===== src/common/jenc_pkg.sv =====
`default_nettype none

package jenc_pkg;

    localparam int coef_w     = 12;
    localparam int qcoef_w    = 11;
    localparam int recip_w    = 16;
    localparam int code_w     = 20;
    localparam int len_w      = 5;
    localparam int acc_w      = 32;
    localparam int blk_size   = 64;
    localparam int num_tables = 4;

    // all ones acts as a step of one, exact for every 12-bit magnitude after rounding
    localparam logic [recip_w-1:0] recip_one = '1;

    localparam logic [7:0] sym_zrl = 8'hF0;   // sixteen zeros
    localparam logic [7:0] sym_eob = 8'h00;   // rest of block is zero

    // quantizer to coder
    typedef struct packed {
        logic signed [qcoef_w-1:0] q;
        logic [5:0]                pos;   // zigzag index within the block
        logic                      last;  // last coefficient of the image
    } qcoef_t;

    // coder to packer
    typedef struct packed {
        logic [code_w-1:0] bits;   // left aligned, unused low bits are zero
        logic [len_w-1:0]  len;
        logic              last;   // final code of the image
    } code_t;

endpackage

`default_nettype wire


===== src/entropy/rle_coder.sv =====
`timescale 1ns/1ps
`default_nettype none

module rle_coder
    import jenc_pkg::*;
(
    input  logic   clk,
    input  logic   arst_n,

    input  qcoef_t in_q,
    input  logic   in_valid,
    output logic   in_hold,

    output code_t  out_code,
    output logic   out_valid,
    input  logic   out_hold
);

// number of significant bits of the magnitude
function automatic logic [3:0] size_of(input logic signed [coef_w-1:0] v);
    logic [coef_w-1:0] m;
    logic [3:0]        s;
    m = v[coef_w-1] ? -v : v;
    s = 4'd0;
    for (int i = 0; i < coef_w; i++) begin
        if (m[i]) s = 4'(i + 1);
    end
    return s;
endfunction

logic signed [qcoef_w-1:0] prev_dc;
logic [5:0]                run;         // zeros since the last coded coefficient
logic                      ready;
logic                      step;
logic                      accept;
logic                      emit;
logic                      is_dc;
logic                      nz;
logic                      end_blk;
logic                      take_zrl;
logic signed [coef_w-1:0]  diff;
logic signed [coef_w-1:0]  val;
logic signed [coef_w-1:0]  amp;
logic [3:0]                sz;
logic [7:0]                head;
logic [len_w-1:0]          head_len;
logic [len_w-1:0]          amp_len;
logic [code_w-1:0]         raw;
code_t                     code;

assign is_dc    = in_q.pos == 6'd0;
assign nz       = in_q.q != '0;
assign end_blk  = (in_q.pos == 6'(blk_size-1)) || in_q.last;
assign ready    = ~(out_valid & out_hold);
assign take_zrl = in_valid & ~is_dc & nz & (run >= 6'd16);   // input stays put meanwhile
assign in_hold  = ~ready | take_zrl;
assign step     = in_valid & ready;
assign accept   = in_valid & ~in_hold;
assign emit     = step & (is_dc | nz | end_blk);   // zeros inside a block only count

always_comb begin
    diff = $signed(in_q.q) - prev_dc;
    val  = is_dc ? diff : coef_w'($signed(in_q.q));
    sz   = size_of(val);
    amp  = (val < 0) ? val - 1 : val;   // ones' complement form for negatives

    if (is_dc) begin
        head     = {4'd0, sz};
        head_len = len_w'(4);
        amp_len  = len_w'(sz);
    end else if (take_zrl) begin
        head     = sym_zrl;
        head_len = len_w'(8);
        amp_len  = '0;
    end else if (nz) begin
        head     = {run[3:0], sz};
        head_len = len_w'(8);
        amp_len  = len_w'(sz);
    end else begin
        head     = sym_eob;   // pending ZRLs are dropped
        head_len = len_w'(8);
        amp_len  = '0;
    end

    raw       = (code_w'(head) << amp_len) | (code_w'(amp) & ~({code_w{1'b1}} << amp_len));
    code.len  = head_len + amp_len;
    code.bits = raw << (code_w - code.len);
    code.last = in_q.last & ~take_zrl;
end

always_ff @(posedge clk or negedge arst_n) begin
    if (!arst_n) begin
        out_valid <= 1'b0;
        run       <= '0;
        prev_dc   <= '0;
    end else begin
        if (ready) out_valid <= emit;
        if (step) begin
            if (take_zrl) begin
                run <= run - 6'd16;
            end else if (is_dc || nz || end_blk) begin
                run <= '0;
            end else begin
                run <= run + 6'd1;
            end
        end
        if (accept) begin
            if (in_q.last) begin
                prev_dc <= '0;   // next image starts from zero
            end else if (is_dc) begin
                prev_dc <= in_q.q;
            end
        end
    end
end

always_ff @(posedge clk) begin
    if (emit) begin
        out_code <= code;
    end
end

endmodule

`default_nettype wire


===== config.mk =====
export PLATFORM = sky130hd
export DESIGN_NAME = rle_coder
export DESIGN_NICKNAME = d
export VERILOG_FILES = /design/src/common/jenc_pkg.sv /design/src/entropy/rle_coder.sv
export SDC_FILE = /design/constraint.sdc
export NUM_CORES = 1
export LEC_CHECK = 0
export ABC_AREA = 1
export BUFFER_PORTS_ARGS = -buffer_cell sky130_fd_sc_hd__buf_2
export CAP_MARGIN = 20
export CORE_UTILIZATION = 45
export DETAILED_ROUTE_END_ITERATION = 8
export GPL_TIMING_DRIVEN = 0
export PLACE_DENSITY = 0.61
export SYNTH_ARGS = -nofsm -noshare
export SYNTH_HDL_FRONTEND = slang
export SYNTH_SLANG_ARGS = --single-unit
export TNS_END_PERCENT = 5

===== constraint.sdc =====
create_clock -name clk -period 9.6 [get_ports clk]
set_input_delay 0.96 -clock clk [delete_from_list [all_inputs] [get_ports clk]]
set_output_delay 0.96 -clock clk [all_outputs]
set_load 0.005 [all_outputs]

### Yosys cells after proc, flatten, opt, wreduce, memory -nomap -nowiden

Index checks and enable logic that the tools add are counted.

| cells by class | value |
|---|---|
| $add $sub $neg | 7 |
| magnitude comparators | 2 |
| equal/unequal tests | 1 |
| shift operators | 3 |
| mux-type cells | 26 |
| bitwise operators | 18 |
| reduce and logical (&&, ||, !) cells | 7 |

Operators by type and width:

| operator | count |
|---|---|
| 2-to-1 mux 4 bit | 13 |
| 2-to-1 mux 12 bit | 3 |
| left shift 20 x 32 -> 20 bit | 1 |
| 2-to-1 mux 8 bit | 3 |
| 2-to-1 mux 11 bit | 2 |
| bitwise AND 20 bit | 1 |
| inverter 20 bit | 1 |
| OR 20 bit | 1 |
| left shift 20 x 5 -> 20 bit, first input constant | 1 |
| left shift 8 x 5 -> 20 bit | 1 |
| less-than comparator 12 x 1 -> 1 bit, second input constant | 1 |
| 2-to-1 mux 6 bit | 2 |
| negator 12 bit | 1 |
| subtractor 11 x 11 -> 12 bit | 1 |
| subtractor 12 x 2 -> 12 bit, second input constant | 1 |
| nonzero test 11 bit | 1 |
| bitwise AND 1 bit | 8 |
| adder 6 x 1 -> 6 bit, second input constant | 1 |
| equality test 6 bit, second input constant | 1 |
| >= comparator 6 x 5 -> 1 bit, second input constant | 1 |
| zero test 6 bit | 1 |
| subtractor 5 x 5 -> 6 bit, first input constant | 1 |
| subtractor 6 x 5 -> 6 bit, second input constant | 1 |
| adder 5 bit | 1 |
| other kinds (7) | 15 |

| word-level totals | value |
|---|---|
| register bits after elaboration | 44 |
| bits of input ports | 22 |
| output and inout port bits | 28 |
| word-level logic and storage cells | 70 |

### Depth between registers and ports, before layout

| logic depth | value |
|---|---|
| word-level depth | 24 |
| gate-level depth with buffers | 40 |
| depth with buffers taken out | 40 |

### Worst setup path before layout

OpenSTA, ideal clock, no wires.

| timing path | value |
|---|---|
| path kind | in2reg |
| from | input in_q[7] (netlist name) |
| to | register out_code[21] (netlist name), data pin |
| arrival | 5.007 ns |
| setup slack | 4.342 ns |
| stages | 33 |
| buffers on the path | 0 |
| cells stage by stage | inv_1 > ha_1 > fa_1 > nand2_1 > nand2_2 > ha_1 > inv_1 > nor2_2 > nand2_2 > nor2_2 > nand2_2 > nor2_2 > nand4_1 > nand2_1 > nand2_1 > nand2_4 > nand4_4 > a21oi_4 > ha_1 > inv_1 > fa_1 > a21oi_1 > nand2_4 > inv_4 > nor2_8 > nand3_1 > nand3_1 > nand3_1 > nand3_1 > o21ai_1 > nand2_1 > nand2_1 > nor2_1 |

| on the way | value |
|---|---|
| word-level cells in the longest chain between the ends | 24 |
| elaborated cells between the ends (all ways) | 36 |
| classes of those cells | add/sub (5); order compare (1); shift (3); mux (21); bitwise (5); reduce/logical (1) |

Ends and longest elaborated chain:

| item | line | text |
|---|---|---|
| start: declaration | rle_coder.sv:10 | `input qcoef_t in_q,` |
| parallel branches: the longest is 23 deep, another holds subtractor 11 x 11 -> 12 bit | -- |  |
| left shift 20 x 32 -> 20 bit (*) | rle_coder.sv:87 | `code.bits = raw << (code_w - code.len);` |
| end signal: assignment | rle_coder.sv:119 | `out_code <= code;` |
| end: declaration | rle_coder.sv:14 | `output code_t out_code,` |

Mark *: on every way between the ends.
A chain may end at the register's enable or synchronous reset.

### Final worst setup path

| timing path | value |
|---|---|
| from | input in_q[7] (netlist name) |
| to | register out_code[20] (netlist name), data pin |

Same word-level chain as after synthesis.

==> metrics.txt <==
share of the synthesized area in the top cell type 0.176; critical path's top delay family simple AND/OR/NAND/NOR gates; vias in the first global route 5125; Synth Register Bits 44; power density over the cells between 200 and 250 nW/um^2; Layout Skew around 0.013 ns; DRT iter0 DRCs around 460; clk sinks 44; fin crit period 5.85 ns; Total GRT Usage 0.275; number of synthesized flops with an enable pin 26; Yosys top cell by area nand3_1; synthesized cell area 5110 um^2; mean post-synth cell area about 6.3 um^2; capturing point of the worst reg2reg path out_code[20]; Reg clk slew, reported paths 0.07 ns; FP Rows 38; Max Clk Rate 171 MHz; Die Footprint 11800 um^2; Slew HR 0.420; die height between 100 and 150 um; crit share post-route 0.610; reg2reg start prev_dc[0]; Sw Ratio 0.490; Post-CTS Setup Bufs 0; Most common cell on crit path nand2_1; CP Capture Type flop; Die W 109 um; crit start category input port; cts hold-fix bufs 0; maximum VDD drop 0.000108 V; r2r setup slk around 4.2 ns; clock group share of total power 0.165; Final setup viols 0; TritonCTS clock tree done; Post-Synthesis Net Count 849; Area growth syn-to-layout 11.9%; Synth Flop Type edfxtp_1; first-pass GRT wire length between 20 and 30 mm; fin cells between 1000 and 1500; Async SR Flop Fraction 0.409; Worst-Margin Slew 0.864 ns; crit path max fanout 10; post-synthesis instance total 807; maximum clock insertion buffer count 2; I/O pin count 50; PortBufs 49; vias per std cell 5.46; largest net degree at the start of global routing 22; Routed Antenna Nets 0; WHS 0.531 ns; Remaining DRCs 0; Critical-path top delay cell fa_1; Congestion Overflow GR 0; via count about 5500; unrepaired setup endpoints after global routing no; Max Slew Vio Count 0; hpwl dp 12.5 mm; Antenna diodes 0; max-cap violations 0; Hold Vio Cnt, Final 0; initial antenna violation count 0; placed cells ~1000; hold_sp out_valid; post-synthesis cell type count 48; Num CTS Buffers 5; status finished, final reports clean; Synth area leaders nand3_1, nand2_1, edfxtp_1; Std-Cell Core Area approximately 11000 um^2; Worst EP required 9.74 ns; GPL Wtd Cong 0.935; worst r2r path cells 36; CTS resizes 0; drt pass-1 iters 5; Bufs and invs on worst path 6; Synth Warn # 0; Hold Path Class reg2reg; Pint 623 uW; post-synthesis sequential area ratio 0.241; max incr delay on CP a little over 0.6 ns; share of layout cells above drive strength 1 0.168; Pleak around 2.8 nW; wirelength, routed between 15 and 20 mm; endpoint of the worst hold-timing path out_valid; Sw Pwr 598 uW; count leader, synth nand2_1; Setup TNS 0 ns; Clk Latency, worst-skew pair approximately 0.30 ns; Hold Path Cell Cnt 2; Nets 906; sequential group share of total power 0.218; CTS root buffer clkbuf_16; Max H-tree Level 2; WL per Instance 15.3 um; synth cell count leaders nand2_1, nand3_1, inv_1; Comb pwr share 0.617; crit path DAT 5.99 ns; Starting Density 0.467; Worst Setup Path Type in2reg
worst min-delay path: cells and delay by family, from the launching register on:
| family | cells | cell delay (ns) |
|---|---|---|
| simple gates | 1 | 0.08 |
| flops | 1 | 0.35 |
| compound gates | 1 | 0.07 |
metrics by stage:
stage	setup slack (ns)	cell area (um^2)	util	power (mW)
CTS	3.80	5720	0.523	1.21
floorplan	4.34	5110	-	0.807
finish	3.75	5720	0.523	1.22
detailed placement	3.51	5540	0.507	1.01
global placement	3.57	5530	0.505	1.00
global route	3.29	5720	0.523	1.33
registers in the layout, summed over array words and instances, names as in the netlist:
register,count
out_code,26
prev_dc,11
run,6
out_valid,1
per-layer routing:
layer,track usage,routed length (um),vias up
li1,-,-,2788
met1,0.401,7670,2508
met2,0.417,6670,177
met3,0.0313,792,16
met4,0.0936,274,0
met5,0,0,-
kinds of logic after synthesis:
group / Yosys count / synth area share
flops: 44 / 0.241
xor+xnor: 11 / 0.0203
simple gates: 534 / 0.500
fa+ha+maj: 20 / 0.0519
buf+inv: 124 / 0.106
compound gates: 74 / 0.0806
final cells by class:
class / instances / area, um^2
clock buffer: 5 / 125
timing repair buffer: 50 / 260
sequential: 44 / 1230
tap: 140 / 175
inverter: 98 / 373
multi-input combinational: 639 / 3330
buffer: 26 / 170
fill: 1103 / 5220
clock inverter: 3 / 46.3
power groups by stage:
stage	sequential (mW)	clock (mW)	combinational (mW)
global route	0.269	0.213	0.844
CTS	0.266	0.206	0.740
global placement	0.268	0	0.733
detailed placement	0.270	0	0.735
floorplan	0.273	0	0.534
finish	0.266	0.202	0.753
how the worst max path moves through the flow:
| stage | from | end | slack, ns | cells after the start |
|---|---|---|---|---|
| finish | in_q[7] | out_code[20] | 3.75 | 38 |
| global route | in_q[7] | out_code[20] | 3.29 | 38 |
| CTS | in_q[7] | out_code[20] | 3.80 | 36 |
| detailed placement | in_q[7] | out_code[20] | 3.51 | 36 |
| global placement | in_q[7] | out_code[20] | 3.57 | 36 |
| floorplan | in_q[7] | out_code[21] | 4.34 | 33 |
cells in the final DEF (no fill, tap or decap), types with 18 or more instances in the layout:
| cell | instances |
|---|---|
| a21oi_1 | 23 |
| buf_2 | 56 |
| dfrtp_1 | 18 |
| edfxtp_1 | 26 |
| ha_1 | 18 |
| inv_1 | 88 |
| nand2_1 | 231 |
| nand2_2 | 18 |
| nand3_1 | 180 |
| nor2_1 | 42 |
| o21ai_0 | 32 |
(Power assumes the default switching activity.)
