### config.mk
export PLATFORM = sky130hd
export DESIGN_NAME = bitpacker
export DESIGN_NICKNAME = d
export VERILOG_FILES = /design/src/common/jenc_pkg.sv /design/src/packer/bitpacker.sv
export SDC_FILE = /design/constraint.sdc
export NUM_CORES = 1
export LEC_CHECK = 0
export ABC_AREA = 1
export BUFFER_PORTS_ARGS = -buffer_cell sky130_fd_sc_hd__buf_2
export CAP_MARGIN = 10
export CORE_MARGIN = 2
export CORE_UTILIZATION = 55
export CTS_CLUSTER_SIZE = 14
export DETAILED_ROUTE_END_ITERATION = 7
export PLACE_DENSITY_LB_ADDON = 0.3
export SETUP_SLACK_MARGIN = 0.3
export SLEW_MARGIN = 20
export SYNTH_ARGS = -nofsm -noshare
export SYNTH_HDL_FRONTEND = slang
export SYNTH_SLANG_ARGS = --single-unit
### constraint.sdc
create_clock -name clk -period 3.3 [get_ports clk]
set_clock_uncertainty 0.05 [all_clocks]
set_input_delay 0 -clock clk [delete_from_list [all_inputs] [get_ports clk]]
set_output_delay 0 -clock clk [all_outputs]
set_load 0.01 [all_outputs]
### src/common/jenc_pkg.sv
`default_nettype none

package jenc_pkg;

    localparam int coef_w     = 12;
    localparam int qcoef_w    = 11;
    localparam int recip_w    = 16;
    localparam int code_w     = 20;
    localparam int len_w      = 5;
    localparam int acc_w      = 32;
    localparam int blk_size   = 64;
    localparam int num_tables = 4;

    // all ones acts as a step of one, exact for every 12-bit magnitude after rounding
    localparam logic [recip_w-1:0] recip_one = '1;

    localparam logic [7:0] sym_zrl = 8'hF0;   // sixteen zeros
    localparam logic [7:0] sym_eob = 8'h00;   // rest of block is zero

    // quantizer to coder
    typedef struct packed {
        logic signed [qcoef_w-1:0] q;
        logic [5:0]                pos;   // zigzag index within the block
        logic                      last;  // last coefficient of the image
    } qcoef_t;

    // coder to packer
    typedef struct packed {
        logic [code_w-1:0] bits;   // left aligned, unused low bits are zero
        logic [len_w-1:0]  len;
        logic              last;   // final code of the image
    } code_t;

endpackage

`default_nettype wire

### src/packer/bitpacker.sv
`timescale 1ns/1ps
`default_nettype none

module bitpacker
    import jenc_pkg::*;
(
    input  logic        clk,
    input  logic        arst_n,

    input  code_t       in_code,
    input  logic        in_valid,
    output logic        in_hold,

    output logic [7:0]  out_byte,
    output logic        out_valid,
    output logic        out_tlast,
    input  logic        out_hold,

    output logic [19:0] size
);

logic [acc_w-1:0]             acc;          // MSB first, bits below fill are zero
logic [$clog2(acc_w+1)-1:0]   fill;
logic [$clog2(acc_w+1)-1:0]   fill_n;
logic [acc_w-1:0]             acc_n;
logic                         flushing;     // last code is in, drain and pad
logic                         stuff_pend;   // 0x00 owed after a 0xFF
logic                         take;
logic                         out_ready;
logic                         pop;
logic                         xfer;
logic                         cand_valid;
logic                         cand_last;
logic [7:0]                   cand_byte;
logic [19:0]                  byte_cnt;

assign in_hold   = flushing | (fill > acc_w - code_w);
assign take      = in_valid & ~in_hold;
assign out_ready = ~(out_valid & out_hold);
assign pop       = cand_valid & out_ready;
assign xfer      = out_valid & ~out_hold;

always_comb begin
    cand_valid = stuff_pend | (fill >= 8) | (flushing & (fill != '0));
    cand_byte  = 8'h00;
    if (!stuff_pend) begin
        cand_byte = acc[acc_w-1 -: 8];
        if (fill < 8) cand_byte = cand_byte | (8'hFF >> fill);   // pad the tail with ones
    end
    cand_last = flushing & (stuff_pend ? (fill == '0) : ((fill <= 8) && (cand_byte != 8'hFF)));
end

always_comb begin
    acc_n  = acc;
    fill_n = fill;
    if (pop && !stuff_pend) begin
        acc_n  = acc << 8;
        fill_n = (fill >= 8) ? fill - 6'd8 : '0;
    end
    if (take) begin
        acc_n  = acc_n | ({in_code.bits, {(acc_w-code_w){1'b0}}} >> fill_n);
        fill_n = fill_n + in_code.len;
    end
end

always_ff @(posedge clk or negedge arst_n) begin
    if (!arst_n) begin
        acc        <= '0;
        fill       <= '0;
        flushing   <= 1'b0;
        stuff_pend <= 1'b0;
        out_valid  <= 1'b0;
        out_tlast  <= 1'b0;
        byte_cnt   <= '0;
        size       <= '0;
    end else begin
        acc  <= acc_n;
        fill <= fill_n;
        if (take && in_code.last) begin
            flushing <= 1'b1;
        end else if (pop && cand_last) begin
            flushing <= 1'b0;
        end
        if (pop) stuff_pend <= ~stuff_pend & (cand_byte == 8'hFF);
        if (out_ready) begin
            out_valid <= cand_valid;
            out_tlast <= cand_valid & cand_last;
        end
        if (xfer) begin
            if (out_tlast) begin
                size     <= byte_cnt + 20'd1;   // stuffed bytes are counted too
                byte_cnt <= '0;
            end else begin
                byte_cnt <= byte_cnt + 20'd1;
            end
        end
    end
end

always_ff @(posedge clk) begin
    if (pop) begin
        out_byte <= cand_byte;
    end
end

a_fill_bound: assert property (
    @(posedge clk) disable iff (!arst_n)
    take |=> (fill <= acc_w)
) else $error("bit accumulator overflow");

endmodule

`default_nettype wire

After elaboration in Yosys (flattened, before gate mapping)
Cells that the tools add are included. Widths: inputs -> output; s select.

Bits of input ports: 30. Output and inout port bits: 31. Bits in registers: 90.

Muxes and demuxes: 11. Bitwise gates (word level): 17. Equality and inequality tests: 2. Add/subtract/negate cells: 3. Reduce and logical (&&, ||, !) cells: 9. $lt $le $gt $ge: 4. Shift operators: 2.

Operators with widths (number): $mux 32 (2); $or 32x32->32 (1); $shr 32x6->32 (1); $add 20x1->20 const B (1); $mux 20 (1); $mux 6 (3); $mux 8 (2); $and 1x1->1 (8); $eq 8x8->1 const B (1); $ne 8x8->1 const B (1); $or 8x8->8 (1); $shr 8x6->8 const A (1); $add 6x5->6 (1); $ge 6x4->1 const B (1); $gt 6x4->1 const B (1); $le 6x4->1 const B (1); $logic_not 6->1 (1); $lt 6x4->1 const B (1); $reduce_bool 6->1 (1); $sub 6x4->6 const B (1); $logic_and 1x1->1 (4); $not 1->1 (4); $mux 1 (3); $or 1x1->1 (3); 3 further kinds (3).

Longest topological paths before layout
Depth after elaboration: 11. Gate-level depth with buffers: 18. Gate-level depth less buffers: 17.

Worst setup path before layout
Ideal clock, no wire load.

Path kind: flip-flop to flip-flop. From: register fill[4]. To: register fill[5]. Setup slack: 840 ps. Library setup time: 113 ps. Stages on the path, launching flop included: 19. Required time: 3137 ps. Arrival time: 2297 ps. Path buffers: 1. Period minus slack after synthesis: 2460 ps. Cell sequence: dfrtp_1 > nor2_4 > nand2_2 > nor2_4 > o21ai_4 > nand3_4 > inv_2 > o21ai_1 > inv_2 > buf_2 > ha_1 > inv_1 > o21bai_1 > a21oi_1 > nand2_1 > nand2_1 > nand2_1 > nand2_1 > inv_1.

Word-level cells in the longest chain between the ends: 8.

RTL lines: from (decl) (RTL line bitpacker.sv:23) `logic [$clog2(acc_w+1)-1:0] fill;`; from (signal assigned) (RTL line bitpacker.sv:78) `fill <= fill_n;`; $ge 6x4->1 / $reduce_bool 6->1 (equally long branches) (RTL line bitpacker.sv:44, bitpacker.sv:58); $or 1x1->1 / $and 1x1->1 (equally long branches) (RTL line bitpacker.sv:44) `cand_valid = stuff_pend | (fill >= 8) | (flushing & (fill != '0));`; $or 1x1->1 (RTL line bitpacker.sv:44); $and 1x1->1 (RTL line bitpacker.sv:40) `assign pop = cand_valid & out_ready;`; $logic_and 1x1->1 (RTL line bitpacker.sv:56) `if (pop && !stuff_pend) begin`; $mux 6 (RTL line bitpacker.sv:56); $add 6x5->6 (RTL line bitpacker.sv:62) `fill_n = fill_n + in_code.len;`; $mux 6 * (RTL line bitpacker.sv:60) `if (take) begin`; net fill_n[5] (RTL line bitpacker.sv:24) `logic [$clog2(acc_w+1)-1:0] fill_n;`.

Mark *: on every way through the listed nets, which the timed path passes. The rest lies on a longest branch. A chain may end at the register's enable or synchronous reset.

Final worst setup path
From: register fill[5]. To: register fill[4].

Same word-level chain as after synthesis.

==> impl_metrics.csv <==
group,metric,value,unit
synthesis,seq_area_frac_synth,0.407,
final_layout,post_route_cells_drive_above_1_share,0.129,
global_route,overflow,0,
floorplanning,io_pins,61,
setup_path,critical_path_data_arrival_time,3.00,ns
setup_path,r2r_cells,16,
final_layout,multiInputGateArea,2880,sq um
floorplanning,placementRows,36,
setup_path,worst_setup_path_startpoint,"fill[5]$_DFF_PN0_",
setup_path,cell_repeated_most_along_the_worst_path,"sky130_fd_sc_hd__nand2_1",
setup_path,path_class,"reg2reg",
final_layout,layout.cells.most_common,"sky130_fd_sc_hd__nand2_1",
final_layout,seqCellArea,2290,sq um
drt,first_pass_iters,6,
timing,tightestPinTransition,0.834,ns
power,ir_worst_vdd,0.568,mV
setup_path,crit-reg2reg-capture,"fill[4]$_DFF_PN0_",
clock_tree,cts-root-to-sink-buffers,2,
drt,drt-initial-drc-count,591,
timing,setup_violations,0,
timing,report.final.slew_viol_count,0,
drt,drt-vias-per-instance,5.75,
floorplanning,die_w,105,microns
synthesis,synth_cell_types,40,
floorplanning,die_height,105,microns
drt,detail_route.drc_violations,0,
final_layout,most-common-layout-cells,"sky130_fd_sc_hd__nand2_1, sky130_fd_sc_hd__nand3_1, sky130_fd_sc_hd__inv_1, sky130_fd_sc_hd__dfrtp_1, sky130_fd_sc_hd__buf_2",
final_layout,layout.cell_area.non_filler,6300,sq um
setup_path,worst_path_max_delay_cell,"sky130_fd_sc_hd__dfrtp_1",
drt,via_count,5614,
placed_design,placement.io_buffers,60,
setup_path,setup.reg_to_reg.worst_slack,0.52,ns
power,power_density,997,nW/um^2
timing,setup_tns,0,ns
setup_path,timing.critical_path.to_type,"register",
floorplanning,core-area,9860,sq um
power,power.static_leakage,3.27,nW
synthesis,yosys_register_bits,90,
drt,wire_per_inst,14.6,microns
synthesis,netlist_top_cells_area,"sky130_fd_sc_hd__dfrtp_1, sky130_fd_sc_hd__nand3_1, sky130_fd_sc_hd__nand2_1",
final_layout,area_delta_synth_final,11.7,%
global_route,first_global_vias,5137,
clock_tree,ctsHtreeMaxLevel,3,
placed_design,rd_place_congestion,0.975,
timing,slew_headroom,0.443,
global_route,grt_usage,0.261,
placed_design,hpwlAfterDp,10500,microns
global_route,grt_first_pass_wirelength,23800,microns
clock_tree,cts_inserted_buffers,9,
power,power.total,6.28,mW
clock_tree,clkSlewWorstSetupHoldPaths,0.10,ns
floorplanning,die-area,11100,sq um
timing,period_needed,2.78,ns
status,outcome,"completed",
floorplanning,floorplan.initialDensity,0.571,
final_layout,fill_cells,893,
timing,achievable-frequency,359,MHz
clock_tree,ctsRootBufferMaster,"sky130_fd_sc_hd__clkbuf_8",
setup_path,crit_path_end,"fill[4]$_DFF_PN0_",
timing,layout_worst_path_cycle_share,0.844,
timing,report.final.hold_viol_count,0,
drt,postRouteWirelength,14200,microns
run,max_cap_viol_count,0,
setup_path,critical_path.startpoint_type,"register",
timing,grt_setup_unrepaired,"no",
setup_path,cpPeakStageDelay,0.44,ns
setup_path,crit_chain,"nor2_4, nand2_2, nor2_4, nand3_4, nand2_2, buf_4, nand2_1, nand2_1, inv_1, ha_1, inv_1, nand2_1, nand3_1, o2111ai_1, nand3_1, nand2_1",
synthesis,mappedNetlistArea,5640,sq um
clock_tree,clk_latency,0.36,ns
synthesis,ys.warnings.count,0,
global_route,grt_start_max_net_pins,83,
setup_path,worst_path_max_fanout,22,
clock_tree,cts_sinks,90,
global_route,antenna_found_initial,0,
setup_path,data_required_time_of_the_worst_path,3.51,ns
synthesis,synth_top_area_cell,"sky130_fd_sc_hd__dfrtp_1",
final_layout,final_nets,874,
setup_path,rr_startpoint,"fill[5]$_DFF_PN0_",
drt,remaining_number_of_nets_flagged_by_the_antenna_check_after_routing,0,
placed_design,placement.cell_area,6010,sq um
worst_hold_path,hold_class,"in2reg",
synthesis,syn_area_per_cell,7.20,sq um
synthesis,synthCells,783,
clock_tree,cts_tree,"built",
final_layout,antennaDiodeCount,0,
synthesis,synthesis.nets,819,
synthesis,yosysTopAreaCellShare,0.364,
-- synthesized netlist by cell type (all sizes together) --
library cell  count
a211oi            1
a21o              1
a21oi            10
a32o              2
buf              17
clkbuf           13
dfrtp            82
edfxtp            8
ha                6
inv              88
mux2i            11
nand2           235
nand3           177
nand3b            1
nand4             8
nor2             27
nor3             10
nor4              5
o2111ai           2
o211ai            2
o21ai            38
o21bai            2
o221ai            4
o22ai            14
o31ai             1
or2               4
xnor2             1
xor2             13
-- metrics by stage --
stage / util / setup WS [ns] / std cells / hold slack [ns]
floorplan: - / 0.840 / 783 / -0.346
global placement: 0.609 / 0.545 / 953 / 0.171
detailed placement: 0.609 / 0.400 / 953 / 0.194
CTS: 0.633 / 0.379 / 973 / 0.0152
global route: 0.638 / 0.286 / 976 / 0.0673
finish: 0.638 / 0.515 / 976 / 0.0333
-- how the worst min path moves through the flow --
| stage | from | end | slack, ns | cells after the start |
|---|---|---|---|---|
| global placement | arst_n | flushing$_DFFE_PN0P_ | 0.17 | 1 |
| finish | in_code[5] | fill[4]$_DFF_PN0_ | 0.03 | 5 |
| detailed placement | in_code[0] | flushing$_DFFE_PN0P_ | 0.19 | 3 |
| CTS | in_code[5] | fill[4]$_DFF_PN0_ | 0.02 | 5 |
| floorplan | arst_n | acc[0]$_DFF_PN0_ | -0.35 | 0 |
| global route | in_code[5] | fill[4]$_DFF_PN0_ | 0.07 | 5 |
-- state kept, by name, summed over array words and instances, names as in the netlist --
register and count:
stuff_pend 1, size 20, acc 32, out_valid 1, flushing 1, out_byte 8, out_tlast 1, byte_cnt 20
fill 6
-- repair_timing --
| action | 4_1_cts | 5_1_grt |
|---|---|---|
| hold buffers | 4 | 0 |
| gates resized for setup | 0 | 9 |
| endpoints found under the setup margin | 0 | 7 |
| endpoints found under the hold margin | 85 | 0 |
| buffers inserted | 0 | 2 |
-- report_power, final --
part | leakage [nW] | switching (mW) | internal [mW]
Combinational | 2.00 | 2.47 | 1.19
Clock | 0.0985 | 0.445 | 0.298
Sequential | 1.17 | 0.292 | 1.58
-- routing by layer --
| metal | vias to the layer above | wire length (microns) | track usage | part of all wire |
|---|---|---|---|---|
| met5 | - | 0 | 0 | 0 |
| met2 | 222 | 6440 | 0.416 | 0.45 |
| li1 | 2719 | - | - | - |
| met3 | 21 | 905 | 0.0353 | 0.064 |
| met1 | 2652 | 6700 | 0.382 | 0.47 |
| met4 | 0 | 164 | 0.0562 | 0.012 |
-- layout make-up --
cell class | count | share of cell area
Tap cell | 133 | 0.0264
Timing Repair Buffer | 73 | 0.0664
Clock inverter | 7 | 0.0115
Multi-Input combinational cell | 575 | 0.458
Sequential cell | 90 | 0.364
Timing Repair inverter | 1 | 0.000795
Clock buffer | 9 | 0.0197
Inverter | 88 | 0.0534
-- worst max-delay path: cells and delay by family (launching register included) --
kind | cells | cell delay (ns)
compound gates | 1 | 0.12
simple gates | 11 | 1.49
fa+ha+maj | 1 | 0.19
flops | 1 | 0.44
buf+inv | 3 | 0.39
-- logic make-up (layout without fill, tap and decap cells) --
family                     Yosys count  count (layout)  synth area share
and+or+nand+nor                    467             467             0.369
buffers and inverters              118             178            0.0850
DFF                                 90              90             0.407
AOI/OAI and AO/OA                   77              77            0.0844
xor gates and xnor gates            14              14            0.0218
muxes                               11              11            0.0195
adders and majority gates            6               6            0.0133
Power figures use the tool's default switching activity.
