$ cat src/common/jenc_pkg.sv
`default_nettype none

package jenc_pkg;

    localparam int coef_w     = 12;
    localparam int qcoef_w    = 11;
    localparam int recip_w    = 16;
    localparam int code_w     = 20;
    localparam int len_w      = 5;
    localparam int acc_w      = 32;
    localparam int blk_size   = 64;
    localparam int num_tables = 4;

    // all ones acts as a step of one, exact for every 12-bit magnitude after rounding
    localparam logic [recip_w-1:0] recip_one = '1;

    localparam logic [7:0] sym_zrl = 8'hF0;   // sixteen zeros
    localparam logic [7:0] sym_eob = 8'h00;   // rest of block is zero

    // quantizer to coder
    typedef struct packed {
        logic signed [qcoef_w-1:0] q;
        logic [5:0]                pos;   // zigzag index within the block
        logic                      last;  // last coefficient of the image
    } qcoef_t;

    // coder to packer
    typedef struct packed {
        logic [code_w-1:0] bits;   // left aligned, unused low bits are zero
        logic [len_w-1:0]  len;
        logic              last;   // final code of the image
    } code_t;

endpackage

`default_nettype wire

$ cat src/quant/quant.sv
`timescale 1ns/1ps
`default_nettype none

module quant
    import jenc_pkg::*;
(
    input  logic                     clk,
    input  logic                     arst_n,

    input  logic signed [coef_w-1:0] in_coef,
    input  logic                     in_valid,
    input  logic                     in_tlast,
    output logic                     in_hold,

    input  logic [1:0]               qf_select,

    output logic [1:0]               rd_table,
    output logic [5:0]               rd_pos,
    input  logic [recip_w-1:0]       rd_recip,

    output qcoef_t                   out_q,
    output logic                     out_valid,
    input  logic                     out_hold
);

logic                          accept;
logic [5:0]                    pos;
logic                          first;       // next coefficient starts an image
logic [1:0]                    tsel;
logic [coef_w-1:0]             mag;
logic [coef_w+recip_w-1:0]     prod;
logic [coef_w-1:0]             qmag;
logic [qcoef_w-1:0]            clip;
logic signed [qcoef_w-1:0]     qval;

assign in_hold  = out_valid & out_hold;
assign accept   = in_valid & ~in_hold;
assign rd_table = first ? qf_select : tsel;
assign rd_pos   = pos;

always_comb begin
    mag  = in_coef[coef_w-1] ? -in_coef : in_coef;
    prod = mag * rd_recip + (coef_w+recip_w)'(2 ** (recip_w-1));   // round half up
    qmag = prod[coef_w+recip_w-1:recip_w];
    clip = (qmag > coef_w'(2**(qcoef_w-1)-1)) ? qcoef_w'(2**(qcoef_w-1)-1) : qcoef_w'(qmag);
    qval = in_coef[coef_w-1] ? -$signed(clip) : $signed(clip);
end

always_ff @(posedge clk or negedge arst_n) begin
    if (!arst_n) begin
        out_valid <= 1'b0;
        pos       <= '0;
        first     <= 1'b1;
        tsel      <= '0;
    end else begin
        if (!in_hold) out_valid <= in_valid;
        if (accept) begin
            pos   <= in_tlast ? 6'd0 : pos + 6'd1;   // wraps at 63 on its own
            first <= in_tlast;
            if (first) tsel <= qf_select;
        end
    end
end

always_ff @(posedge clk) begin
    if (accept) begin
        out_q.q    <= qval;
        out_q.pos  <= pos;
        out_q.last <= in_tlast;
    end
end

a_in_stable: assert property (
    @(posedge clk) disable iff (!arst_n)
    (in_valid && in_hold) |=> (in_valid && $stable(in_coef) && $stable(in_tlast))
) else $error("quantizer input changed while held");

endmodule

`default_nettype wire

$ cat config.mk
export PLATFORM = sky130hd
export DESIGN_NAME = quant
export DESIGN_NICKNAME = d
export VERILOG_FILES = /design/src/common/jenc_pkg.sv /design/src/quant/quant.sv
export SDC_FILE = /design/constraint.sdc
export NUM_CORES = 1
export LEC_CHECK = 0
export BUFFER_PORTS_ARGS = -buffer_cell sky130_fd_sc_hd__buf_2
export CAP_MARGIN = 20
export CORE_MARGIN = 8
export CORE_UTILIZATION = 35
export CTS_CLUSTER_SIZE = 14
export DETAILED_ROUTE_END_ITERATION = 8
export GPL_ROUTABILITY_DRIVEN = 0
export PLACE_DENSITY_LB_ADDON = 0.12
export SKIP_CTS_REPAIR_TIMING = 1
export SLEW_MARGIN = 15
export SYNTH_ARGS = -nofsm -noshare
export SYNTH_HDL_FRONTEND = slang
export SYNTH_SLANG_ARGS = --single-unit
$ cat constraint.sdc
create_clock -name clk -period 1.55 [get_ports clk]
set_input_delay 0.2325 -clock clk [delete_from_list [all_inputs] [get_ports clk]]
set_output_delay 0.2325 -clock clk [all_outputs]
set_load 0.02 [all_outputs]
Yosys cells after proc, flatten, opt, wreduce, memory -nomap -nowiden. Index checks and enable logic that the tools add are counted.

$mul: 1. $lt $le $gt $ge: 1. Mux-type cells: 5. Bitwise gates (word level): 3. $add $sub $neg: 4.

Operators with widths (number): 28-bit by 16-bit adder with 28-bit output (second input constant) (1); 12-bit by 16-bit multiplier with 28-bit output (1); 11-bit 2-to-1 mux (2); 12-bit by 10-bit greater-than comparator with 1-bit output (second input constant) (1); 12-bit 2-to-1 mux (1); 12-bit negation (1); 11-bit negation (1); 6-bit by 1-bit adder with 6-bit output (second input constant) (1); 6-bit 2-to-1 mux (1); 1-bit bitwise AND (2); 2-bit 2-to-1 mux (1); 1-bit inverter (1).

Register bits after elaboration: 28. Word-level logic and storage cells: 21. Output and inout bits: 28.

Longest topological paths before layout. Gate-level depths: netlist (run 1).

Word-level depth: 8. Mapped depth: 36. Mapped depth without buffers: 31.

Worst setup path before layout (run 1). Ideal clock, no wire load.

Kind: input to register. From: in in_coef[0]. To: reg out_q[15] in the netlist's numbering, data pin. Buffers on the path: 4. Library setup time: 0.176 ns. Stages on the path: 33. Setup slack: -6.293 ns. Arrival time: 7.667 ns. Cell sequence: clkbuf_1 clkbuf_1 inv_1 ha_1 nand2_1 o21ai_0 xnor2_1 clkbuf_1 nand2_1 fa_1 inv_1 fa_1 fa_1 fa_1 inv_1 fa_1 inv_1 ha_1 nand3_1 nor3_1 a211oi_2 nand3_1 a211oi_1 mux2i_1 clkbuf_1 a21o_1 inv_1 ha_1 nand2b_1 mux2i_1 nand4b_1 o311a_1 nor4_1.

Word-level cells in the longest chain between the ends: 8.

RTL lines: start: declaration (line quant.sv:10) `input logic signed [coef_w-1:0] in_coef,`; 12-bit negation (line quant.sv:42) `mag = in_coef[coef_w-1] ? -in_coef : in_coef;`; 12-bit 2-to-1 mux * (line quant.sv:42); 12-bit by 16-bit multiplier with 28-bit output * (line quant.sv:43) `prod = mag * rd_recip + (coef_w+recip_w)'(2 ** (recip_w-1));`; 28-bit by 16-bit adder with 28-bit output * (line quant.sv:43); 12-bit by 10-bit greater-than comparator with 1-bit output (line quant.sv:45) `clip = (qmag > coef_w'(2**(qcoef_w-1)-1)) ? qcoef_w'(2**(qcoef_w-1)-1) : qcoef_w'(qmag);`; 11-bit 2-to-1 mux * (line quant.sv:45); net clip[0] (line quant.sv:33) `logic [qcoef_w-1:0] clip;`; 11-bit negation * (line quant.sv:46) `qval = in_coef[coef_w-1] ? -$signed(clip) : $signed(clip);`; 11-bit 2-to-1 mux * (line quant.sv:46); net qval[8] (line quant.sv:34) `logic signed [qcoef_w-1:0] qval;`; end: declaration (line quant.sv:21) `output qcoef_t out_q,`.

Mark *: on every way through the listed nets, which the timed path passes. The rest lies on a longest branch. A chain may end at the register's enable or synchronous reset.

Final worst setup path (run 1).
From: in in_coef[2]. To: reg out_q[13] in the netlist's numbering, data pin.

The elaborated chain is that of the path after synthesis.

==> reports/qor.yml, run 1 <==
critical_path:
  rr_endpoint: "rd_pos[4]"
  r2r.worst_path.cells: 6
  slowest_delay_ps: 590
  setup.worst_path.class: "in2reg"
  critical_path_required_ps: 1560
  timing.rr.start: "out_valid"
  register_to_register_path_setup_slack_ps: 220
  crit_arrival_ps: 6620
  critical-path-top-cell-by-count: "fa_1"
  worst_setup_path_end_kind: "flop"
  critical_path.slowest_cell: "fa_1"
  worst-path-max-fanout: 9
  timing.critical_path.from_type: "input pin"
cells_and_area:
  antenna_diode_count: 0
  nNetsFinal: 1379
  final_layout_size_suffix_gt1_share_pct: 33.3
  flow.area_growth_from_synthesis_pct: 34.8
  final_cells: 1410
  postLayoutCoreUtil_pct: 47.5
  layout.filler_cells: 2236
status:
  failed_checks: "setup timing"
  run_status: "finished with violations"
placement:
  portBuffers: 62
  dpl.cell_count: 1387
  post_detail_place_hpwl_um: 18300
global_route:
  grt_util_met3_pct: 1.14
  grt_start_max_net_pins: 16
  grt_busiest_layer: "met2"
  grt_pass1_wl_um: 35800
  global_route.usage.met1_pct: 18.8
  groute.usage.overall_pct: 15.6
  grt_overflow_total: 0
  first_global_vias: 7247
  grt_util_met2_pct: 30.1
  initial_antenna_violation_count: 0
sta:
  final_max_slew_viol_count: 0
  fin_crit_sh_pct: 427
  timing.fmax_mhz: 151
  headroom_to_the_max_slew_limit_pct: 72.8
  endpoints_failing_hold: 0
  setup-violations-final: 11
  clock-skew-final_ps: 1.93
  rsz_0062_raised_after_global_routing: "true"
  finalCriticalPeriod_ps: 6620
  worst_slew_pin_slew_ps: 407
  postLayoutSetupSlackWorst_ps: -5070
routing:
  post_drt_wl_per_cell_um: 15.2
  detailedRoute.firstIterationViolations: 187
  final_antenna_net_count: 0
  routed_wl_um: 21400
  detail_route.vias_per_cell: 4.71
  drt_pre_antenna_iters: 5
  vias: 6640
  drt_drc_violations_left: 0
clock_tree:
  clkTransAtPathRegs_ps: 60
  clk-insertion-delay-late_ps: 260
  ctsLongestPathBuffers: 2
  cts_tree: "built"
  h-tree-depth: 1
  cts_root_buf: "clkbuf_16"
  cts-buffers-inserted: 3
  clkSinkCount: 28
synth:
  asyncSetResetFlopFracSynth_pct: 35.7
  synthTopCellsByCount: "inv_1, nand2_1, fa_1, ha_1, and2_1"
  synthXorXnorAreaFrac_pct: 2.09
  ys.flop_type: "edfxtp_1"
  synthDominantCellAreaShare_pct: 35.2
  synth_edf_count: 18
  synth_fa_ha_area_share_pct: 47.7
  postSynthAreaPerCell_um2: 8.61
  netlist_area_um2: 7910
  yosys.area_share.simple_pct: 17.4
  main_combinational_cell_family_by_area_after_synthesis: "adder cells"
  syn_nets: 1172
  synthesis.yosys.warnings: 0
  leading_cell_type_by_number_of_instances_after_synthesis: "inv_1"
  synth_top_area_cell: "fa_1"
  synth.ff_latch_count: 28
  synth-seq-area-share_pct: 10.0
  synthDistinctLibCells: 62
  synth_compound_area_share_pct: 8.54
  netlist_instances: 919
  yosys-top-cells-area: "fa_1, ha_1, inv_1"
  mux_cell_area_share_after_synthesis_pct: 2.43
flow_run:
  cap_viol_max_count: 0
min_path:
  worstHoldStart: "in_valid"
  min_path_type: "in2reg"
  worst_hold_path.endpoint: "out_valid"
  hold-path-cell-count: 2
die:
  rows: 55
  core-area_um2: 22400
  starting_utilization_of_the_core_area_pct: 35.3
  dieArea_um2: 27700
  num_io_pins: 63
  die-height_um: 166
  die_width_um: 166
==> metal layers <==
layer  part of all wire (%)  up-vias
met2                     53       62
met3                    1.9       16
met1                     43     3323
met4                    1.3        0
li1                       -     3239
met5                      0        -
==> cells by family (layout without fill, tap and decap cells) <==
kind of cell / Yosys count / count (layout)
flops: 28 / 28
fa+ha+maj: 218 / 218
simple gates: 293 / 293
buf+inv: 249 / 455
xor+xnor: 18 / 18
compound gates: 95 / 95
mux: 18 / 18
==> state kept, by name, indices dropped and copies added (netlist names) <==
register and flops:
first 1, out_q 18, out_valid 1, rd_pos 6, tsel 2
==> layout make-up <==
type / count / area (um2) / share of cell area [%]
Sequential cell: 28 / 792 / 7.43
Multi-Input combinational cell: 642 / 6860 / 64.3
Clock buffer: 4 / 78.8 / 0.739
Timing Repair Buffer: 242 / 1790 / 16.8
Inverter: 209 / 791 / 7.41
Tap cell: 285 / 357 / 3.34
==> critical path: cells and delay by family <==
family                     cells  cell delay (ps)
AOI/OAI and AO/OA              6              930
adders and majority gates      7             2770
xor gates and xnor gates       1              130
muxes                          3              600
buffers and inverters          8              890
and+or+nand+nor                7             1060
==> per-stage QoR <==
| stage | setup TNS, ps | setup slack (ps) | hold slack, ps | cell area [um2] |
|---|---|---|---|---|
| after floorplan | -55080 | -5630 | -63.1 | 8220 |
| after global placement | -56600 | -5520 | 117 | 9940 |
| after detailed placement | -57270 | -5650 | 118 | 9940 |
| after CTS | -54550 | -5410 | -163 | 10000 |
| after global routing | -55680 | -5400 | 173 | 10700 |
| final | -52270 | -5070 | 172 | 10700 |
==> placed cells by master, fill, tap and decap left out, drive strengths merged, types with 4 or more instances in the layout <==
master    n
edfxtp   18
nor2     20
buf     240
xor2      4
a21o      5
ha       79
clkbuf    5
fa      139
nor3     14
a21oi    27
o21ai    21
nand2b    6
nand3     9
xnor2    14
inv     208
mux2i     8
and2     67
o21a      7
mux2     10
nand2   156
nor4      5
dfrtp     9
a211oi    5
==> worst max-delay path by stage <==
stage	startpoint	slack, ps	endpoint
after global routing	in_coef[2]	-5400	out_q[15]
after CTS	in_coef[2]	-5410	out_q[15]
final	in_coef[2]	-5070	out_q[13]
after detailed placement	in_coef[2]	-5650	out_q[15]
after global placement	in_coef[5]	-5520	out_q[15]
after floorplan	in_coef[0]	-5630	out_q[15]
Power of run 1 is left out: the tool's default activity adds up to more than one toggle a clock period on the data nets, which glitch-free logic cannot reach.
==> inputs of run 2 (changes only) <==
--- a/config.mk
+++ b/config.mk
@@ -7,7 +7,6 @@
 export LEC_CHECK = 0
 export BUFFER_PORTS_ARGS = -buffer_cell sky130_fd_sc_hd__buf_2
 export CAP_MARGIN = 20
-export CORE_MARGIN = 8
 export CORE_UTILIZATION = 35
 export CTS_CLUSTER_SIZE = 14
 export DETAILED_ROUTE_END_ITERATION = 8
==> run 2 against run 1 <==
The run still ends with setup timing left. Flip-flop and latch count stayed put. Routed wire length is 4.3% lower. Count of clock-buffer cells in the layout stayed put. Via count is 0.54% lower. Worst setup slack worse by 130 ps. Global-route usage is 3.2 points higher. Non-clock buffer count is 3 higher. Critical path depth is 1 lower. Final cell count is 0.14% lower. Worst hold slack worse by 0.58 ps. Design area is 0.15% higher.
==> reports/qor.yml, run 2 (synthesized netlist as in run 1, its figures left out) <==
status:
  run_status: "finished with violations"
  failed_checks: "setup timing"
clock_tree:
  cts_root_buf: "clkbuf_16"
  ctsLongestPathBuffers: 2  # unchanged
  cts_tree: "built"
  clkTransAtPathRegs_ps: 60  # about the same
  clk-insertion-delay-late_ps: 260  # about the same
  h-tree-depth: 1  # unchanged
  cts-buffers-inserted: 3  # unchanged
  clkSinkCount: 28  # unchanged
sta:
  headroom_to_the_max_slew_limit_pct: 62.0  # -11 points
  worst_slew_pin_slew_ps: 564  # +157 ps
  endpoints_failing_hold: 0  # unchanged
  fin_crit_sh_pct: 435  # +8.3 points
  finalSetupTns_ps: -52990  # -729 ps
  worst_hold_slack_ps: 172  # -0.581 ps
  timing.fmax_mhz: 148  # -1.9%
  rsz_0062_raised_after_global_routing: "true"
  setup-violations-final: 11  # unchanged
  postLayoutSetupSlackWorst_ps: -5200  # -128 ps
  finalCriticalPeriod_ps: 6750  # +128 ps
  clock-skew-final_ps: 3.11  # +1.17 ps
  final_max_slew_viol_count: 0  # unchanged
critical_path:
  critical-path-top-cell-by-count: "inv_2"
  sum_of_buffers_and_inverters_on_the_critical_path: 7  # -1
  crit_arrival_ps: 6830  # +210 ps
  critical_path.slowest_cell: "fa_1"
  r2r.worst_path.cells: 6  # unchanged
  slowest_delay_ps: 540  # -50 ps
  timing.rr.start: "out_valid"
  rr_endpoint: "rd_pos[3]"
  register_to_register_path_setup_slack_ps: 220  # about the same
  timing.critical_path.from_type: "input pin"
  setup.worst_path.class: "in2reg"
  setup.worst_path.end: "out_q[15]"
  delay_heaviest_family_cp: "adder cells"
  worst-path-max-fanout: 8  # -1
  path_depth: 31  # -3.1%
  worst_setup_path_end_kind: "flop"
  critical_path_required_ps: 1630  # +70 ps
  critical_path.startpoint: "in_coef[4]"
routing:
  drt_pre_antenna_iters: 4  # -1
  final_antenna_net_count: 0  # unchanged
  drt_drc_violations_left: 0  # unchanged
  vias: 6604  # -0.54%
  routed_wl_um: 20500  # -4.3%
  detail_route.vias_per_cell: 4.69  # -0.40%
  post_drt_wl_per_cell_um: 14.5  # -4.2%
  detailedRoute.firstIterationViolations: 220  # +18%
cells_and_area:
  top_register_by_number_of_flip_flops: "out_q"
  largest_register_ffs: 18  # unchanged
  top_library_cells_by_usage_in_the_layout_fill_and_taps_aside: "inv_1, buf_4, nand2_1"
  final_layout_size_suffix_gt1_share_pct: 32.5  # -0.80 points
  most_common_cell_after_layout_fill_and_taps_aside: "inv_1"
  antenna_diode_count: 0  # unchanged
  flow.area_growth_from_synthesis_pct: 35.0
  nNetsFinal: 1382  # +0.22%
flow_run:
  cap_viol_max_count: 0  # unchanged
die:
  num_io_pins: 63  # unchanged
  dieArea_um2: 23200  # -16%
  starting_utilization_of_the_core_area_pct: 35.9  # +0.65 points
  rows: 54  # -1.8%
  core-area_um2: 22000  # -1.8%
  die-height_um: 152  # -8.4%
  die_width_um: 152  # -8.4%
global_route:
  first_global_vias: 7213  # -0.47%
  grt_overflow_total: 0  # unchanged
  initial_antenna_violation_count: 0  # unchanged
  grt_pass1_wl_um: 35200  # -1.6%
  groute.usage.overall_pct: 18.7  # +3.2 points
  grt_start_max_net_pins: 16  # unchanged
min_path:
  min_path_type: "in2reg"
  worstHoldStart: "in_valid"
placement:
  portBuffers: 62  # unchanged
  post_detail_place_hpwl_um: 17500  # -4.0%
## run 2: changes by cell type in the layout (fill, tap and decap cells not counted), moves of 3 or more
cell     change
o21ai_1      -3
and2_4       -3
buf_12       +8
and2_1       +3
nor4_2       -3
o21ai_0      +3
nand2_2      +3
buf_4        -4
a21oi_1      +3
## run 2: metrics by stage
step / cell area [um2] / std cells / setup WS (ps) / util (%)
floorplan: 8220 / 919 / -5630 / -
global placement: 10100 / 1386 / -5650 / 45.6
detailed placement: 10100 / 1386 / -5820 / 45.6
CTS: 10100 / 1390 / -5530 / 46.0
global route: 10700 / 1408 / -5490 / 48.5
finish: 10700 / 1408 / -5200 / 48.5
## run 2: layer usage
metal	up-vias	GRT usage, %	routed length, um
met1	3272	23.7	8980
li1	3245	-	-
met4	0	2.62	248
met5	-	0	0
met3	12	1.17	494
met2	75	35.5	10700
## run 2: final cells by class
cell class	instances	area (um2)
sequential	28	792
inverter	209	791
fill	2183	11300
multi-input combinational	642	6760
timing repair buffer	245	1910
tap	280	350
clock buffer	4	78.8
## run 2: how the worst min path moves through the flow
stage / endpoint / cells after the start / slack [ps]
floorplan: out_valid / 0 / -60
global placement: out_valid / 1 / 110
detailed placement: out_valid / 1 / 110
CTS: out_valid / 1 / -170
global route: out_valid / 2 / 190
finish: out_valid / 2 / 170
## run 2: worst register-to-register path: cells and delay by family, from the launching register on
| kind | cells | cell delay, ps |
|---|---|---|
| compound gates | 2 | 190 |
| buf+inv | 1 | 230 |
| flops | 1 | 370 |
| simple gates | 3 | 460 |
Power of run 2 is left out for the same reason.
==> inputs of run 3 (changes only) <==
--- a/config.mk
+++ b/config.mk
@@ -12,6 +12,7 @@
 export DETAILED_ROUTE_END_ITERATION = 8
 export GPL_ROUTABILITY_DRIVEN = 0
 export PLACE_DENSITY_LB_ADDON = 0.12
+export SETUP_SLACK_MARGIN = 0.2
 export SKIP_CTS_REPAIR_TIMING = 1
 export SLEW_MARGIN = 15
 export SYNTH_ARGS = -nofsm -noshare
==> run 3 against run 2 <==
Routed wire length rose by 3.8%. Worst setup slack improved by 66 ps. Worst hold slack gained 71 ps. Critical path depth unchanged. Utilization increased by 0.37 points. Design area grew 0.76%. First-iteration DRC count is 18% higher. The flow still finishes with violations (setup timing). Critical path type unchanged.
==> reports/qor.yml, run 3 (synthesized netlist as in run 1, its figures left out) <==
clock_tree:
  ctsLongestPathBuffers: 2  # unchanged
  cts_root_buf: "clkbuf_16"
  clkTransAtPathRegs_ps: 70  # about the same
  cts_tree: "built"
  h-tree-depth: 1  # unchanged
  cts-buffers-inserted: 3  # unchanged
  clkSinkCount: 28  # unchanged
  clk-insertion-delay-late_ps: 260  # about the same
critical_path:
  timing.rr.start: "first"
  critical_path_required_ps: 1560  # -70 ps
  slowest_delay_ps: 520  # -20 ps
  timing.critical_path.from_type: "input pin"
  worst-path-max-fanout: 5  # -3
  rr_endpoint: "tsel[1]"
  setup.worst_path.class: "in2reg"
  critical_path.slowest_cell: "fa_2"
  critical-path-top-cell-by-count: "fa_1"
  r2r.worst_path.cells: 2  # -4
  register_to_register_path_setup_slack_ps: 290  # +70 ps
  worst_setup_path_end_kind: "flop"
  crit_arrival_ps: 6690  # -140 ps
cells_and_area:
  largest_register_ffs: 18  # unchanged
  antenna_diode_count: 0  # unchanged
  ff_latch_area_um2: 793  # +0.16%
  fin_area_um2: 10800  # +0.76%
  multi_input_area_um2: 6750  # about the same
  most_common_cell_after_layout_fill_and_taps_aside: "inv_1"
  layout.filler_cells: 2178  # -0.23%
  flow.area_growth_from_synthesis_pct: 36.0
  top_library_cells_by_usage_in_the_layout_fill_and_taps_aside: "inv_1, buf_4, nand2_1"
  final_layout_size_suffix_gt1_share_pct: 33.6  # +1.0 points
  top_register_by_number_of_flip_flops: "out_q"
  nNetsFinal: 1392  # +0.72%
placement:
  dp_slack_ps: -5730  # +90.0 ps
  portBuffers: 62  # unchanged
  dpl_cell_area_um2: 10100  # about the same
  post_detail_place_hpwl_um: 17600  # +0.31%
sta:
  postLayoutSetupSlackWorst_ps: -5130  # +65.5 ps
  rsz_0062_raised_after_global_routing: "true"
  endpoints_failing_hold: 0  # unchanged
  clock-skew-final_ps: 3.61  # +0.506 ps
  setup-violations-final: 11  # unchanged
  fin_crit_sh_pct: 431  # -4.2 points
  finalCriticalPeriod_ps: 6680  # -65.5 ps
  final_max_slew_viol_count: 0  # unchanged
  worst_slew_pin_slew_ps: 475  # -88.8 ps
  timing.fmax_mhz: 150  # +0.98%
  headroom_to_the_max_slew_limit_pct: 68.1  # +6.1 points
  finalSetupTns_ps: -53350  # -360 ps
min_path:
  worst_hold_path.endpoint: "rd_pos[2]"
  min_path_type: "in2reg"
  worstHoldStart: "in_tlast"
  hold-path-cell-count: 2  # unchanged
routing:
  routed_wl_um: 21300  # +3.8%
  drt_pre_antenna_iters: 4  # unchanged
  vias: 6675  # +1.1%
  drt_drc_violations_left: 0  # unchanged
  final_antenna_net_count: 0  # unchanged
  detailedRoute.firstIterationViolations: 260  # +18%
  detail_route.vias_per_cell: 4.71  # +0.36%
  post_drt_wl_per_cell_um: 15.0  # +3.1%
global_route:
  grt_pass1_wl_um: 34300  # -2.6%
  first_global_vias: 6865  # -4.8%
  initial_antenna_violation_count: 0  # unchanged
  grt_start_max_net_pins: 16  # unchanged
  groute.usage.overall_pct: 18.5  # -0.26 points
  grt_overflow_total: 0  # unchanged
die:
  rows: 54  # unchanged
  core-area_um2: 22000  # unchanged
  starting_utilization_of_the_core_area_pct: 35.9  # unchanged
  num_io_pins: 63  # unchanged
  dieArea_um2: 23200  # unchanged
  die-height_um: 152  # unchanged
  die_width_um: 152  # unchanged
flow_run:
  cap_viol_max_count: 0  # unchanged
status:
  run_status: "finished with violations"
  failed_checks: "setup timing"
## run 3: metrics by stage
step | cells | hold slack [ps] | util [%]
final | 1418 | 243 | 48.9
after global routing | 1418 | 245 | 48.9
after CTS | 1391 | -165 | 46.1
after detailed placement | 1387 | 116 | 45.7
after global placement | 1387 | 115 | 45.7
after floorplan | 919 | -63.1 | -
## run 3: final cells by class
cell class	count	area share [%]
repair buffers	255	18.4
inverters	209	7.35
clock buffers	4	0.825
well taps	280	3.26
multi-input cells	642	62.8
flip-flops and latches	28	7.37
## run 3: worst max-delay path by stage
stage,startpoint,to,cells after the start
finish,in_coef[4],out_q[15],31
global route,in_coef[4],out_q[15],31
CTS,in_coef[5],out_q[15],29
detailed placement,in_coef[5],out_q[15],29
global placement,in_coef[2],out_q[15],33
floorplan,in_coef[0],out_q[15],33
## run 3: worst max-delay path, delay by kind of cell
kind,cells,cell delay (ps)
AO/OA/AOI/OAI,5,1180
XOR/XNOR,1,240
adder cells (fa/ha/maj),7,2880
buffers and inverters,9,1040
multiplexers,1,170
AND/OR/NAND/NOR,8,940
## run 3: layer usage
metal / track usage [%] / up-vias / routed length, um
li1: - / 3261 / -
met3: 0.825 / 16 / 876
met5: 0 / - / 0
met4: 2.77 / 0 / 321
met1: 23.9 / 3284 / 9060
met2: 34.6 / 114 / 11000
Power of run 3 is left out for the same reason.
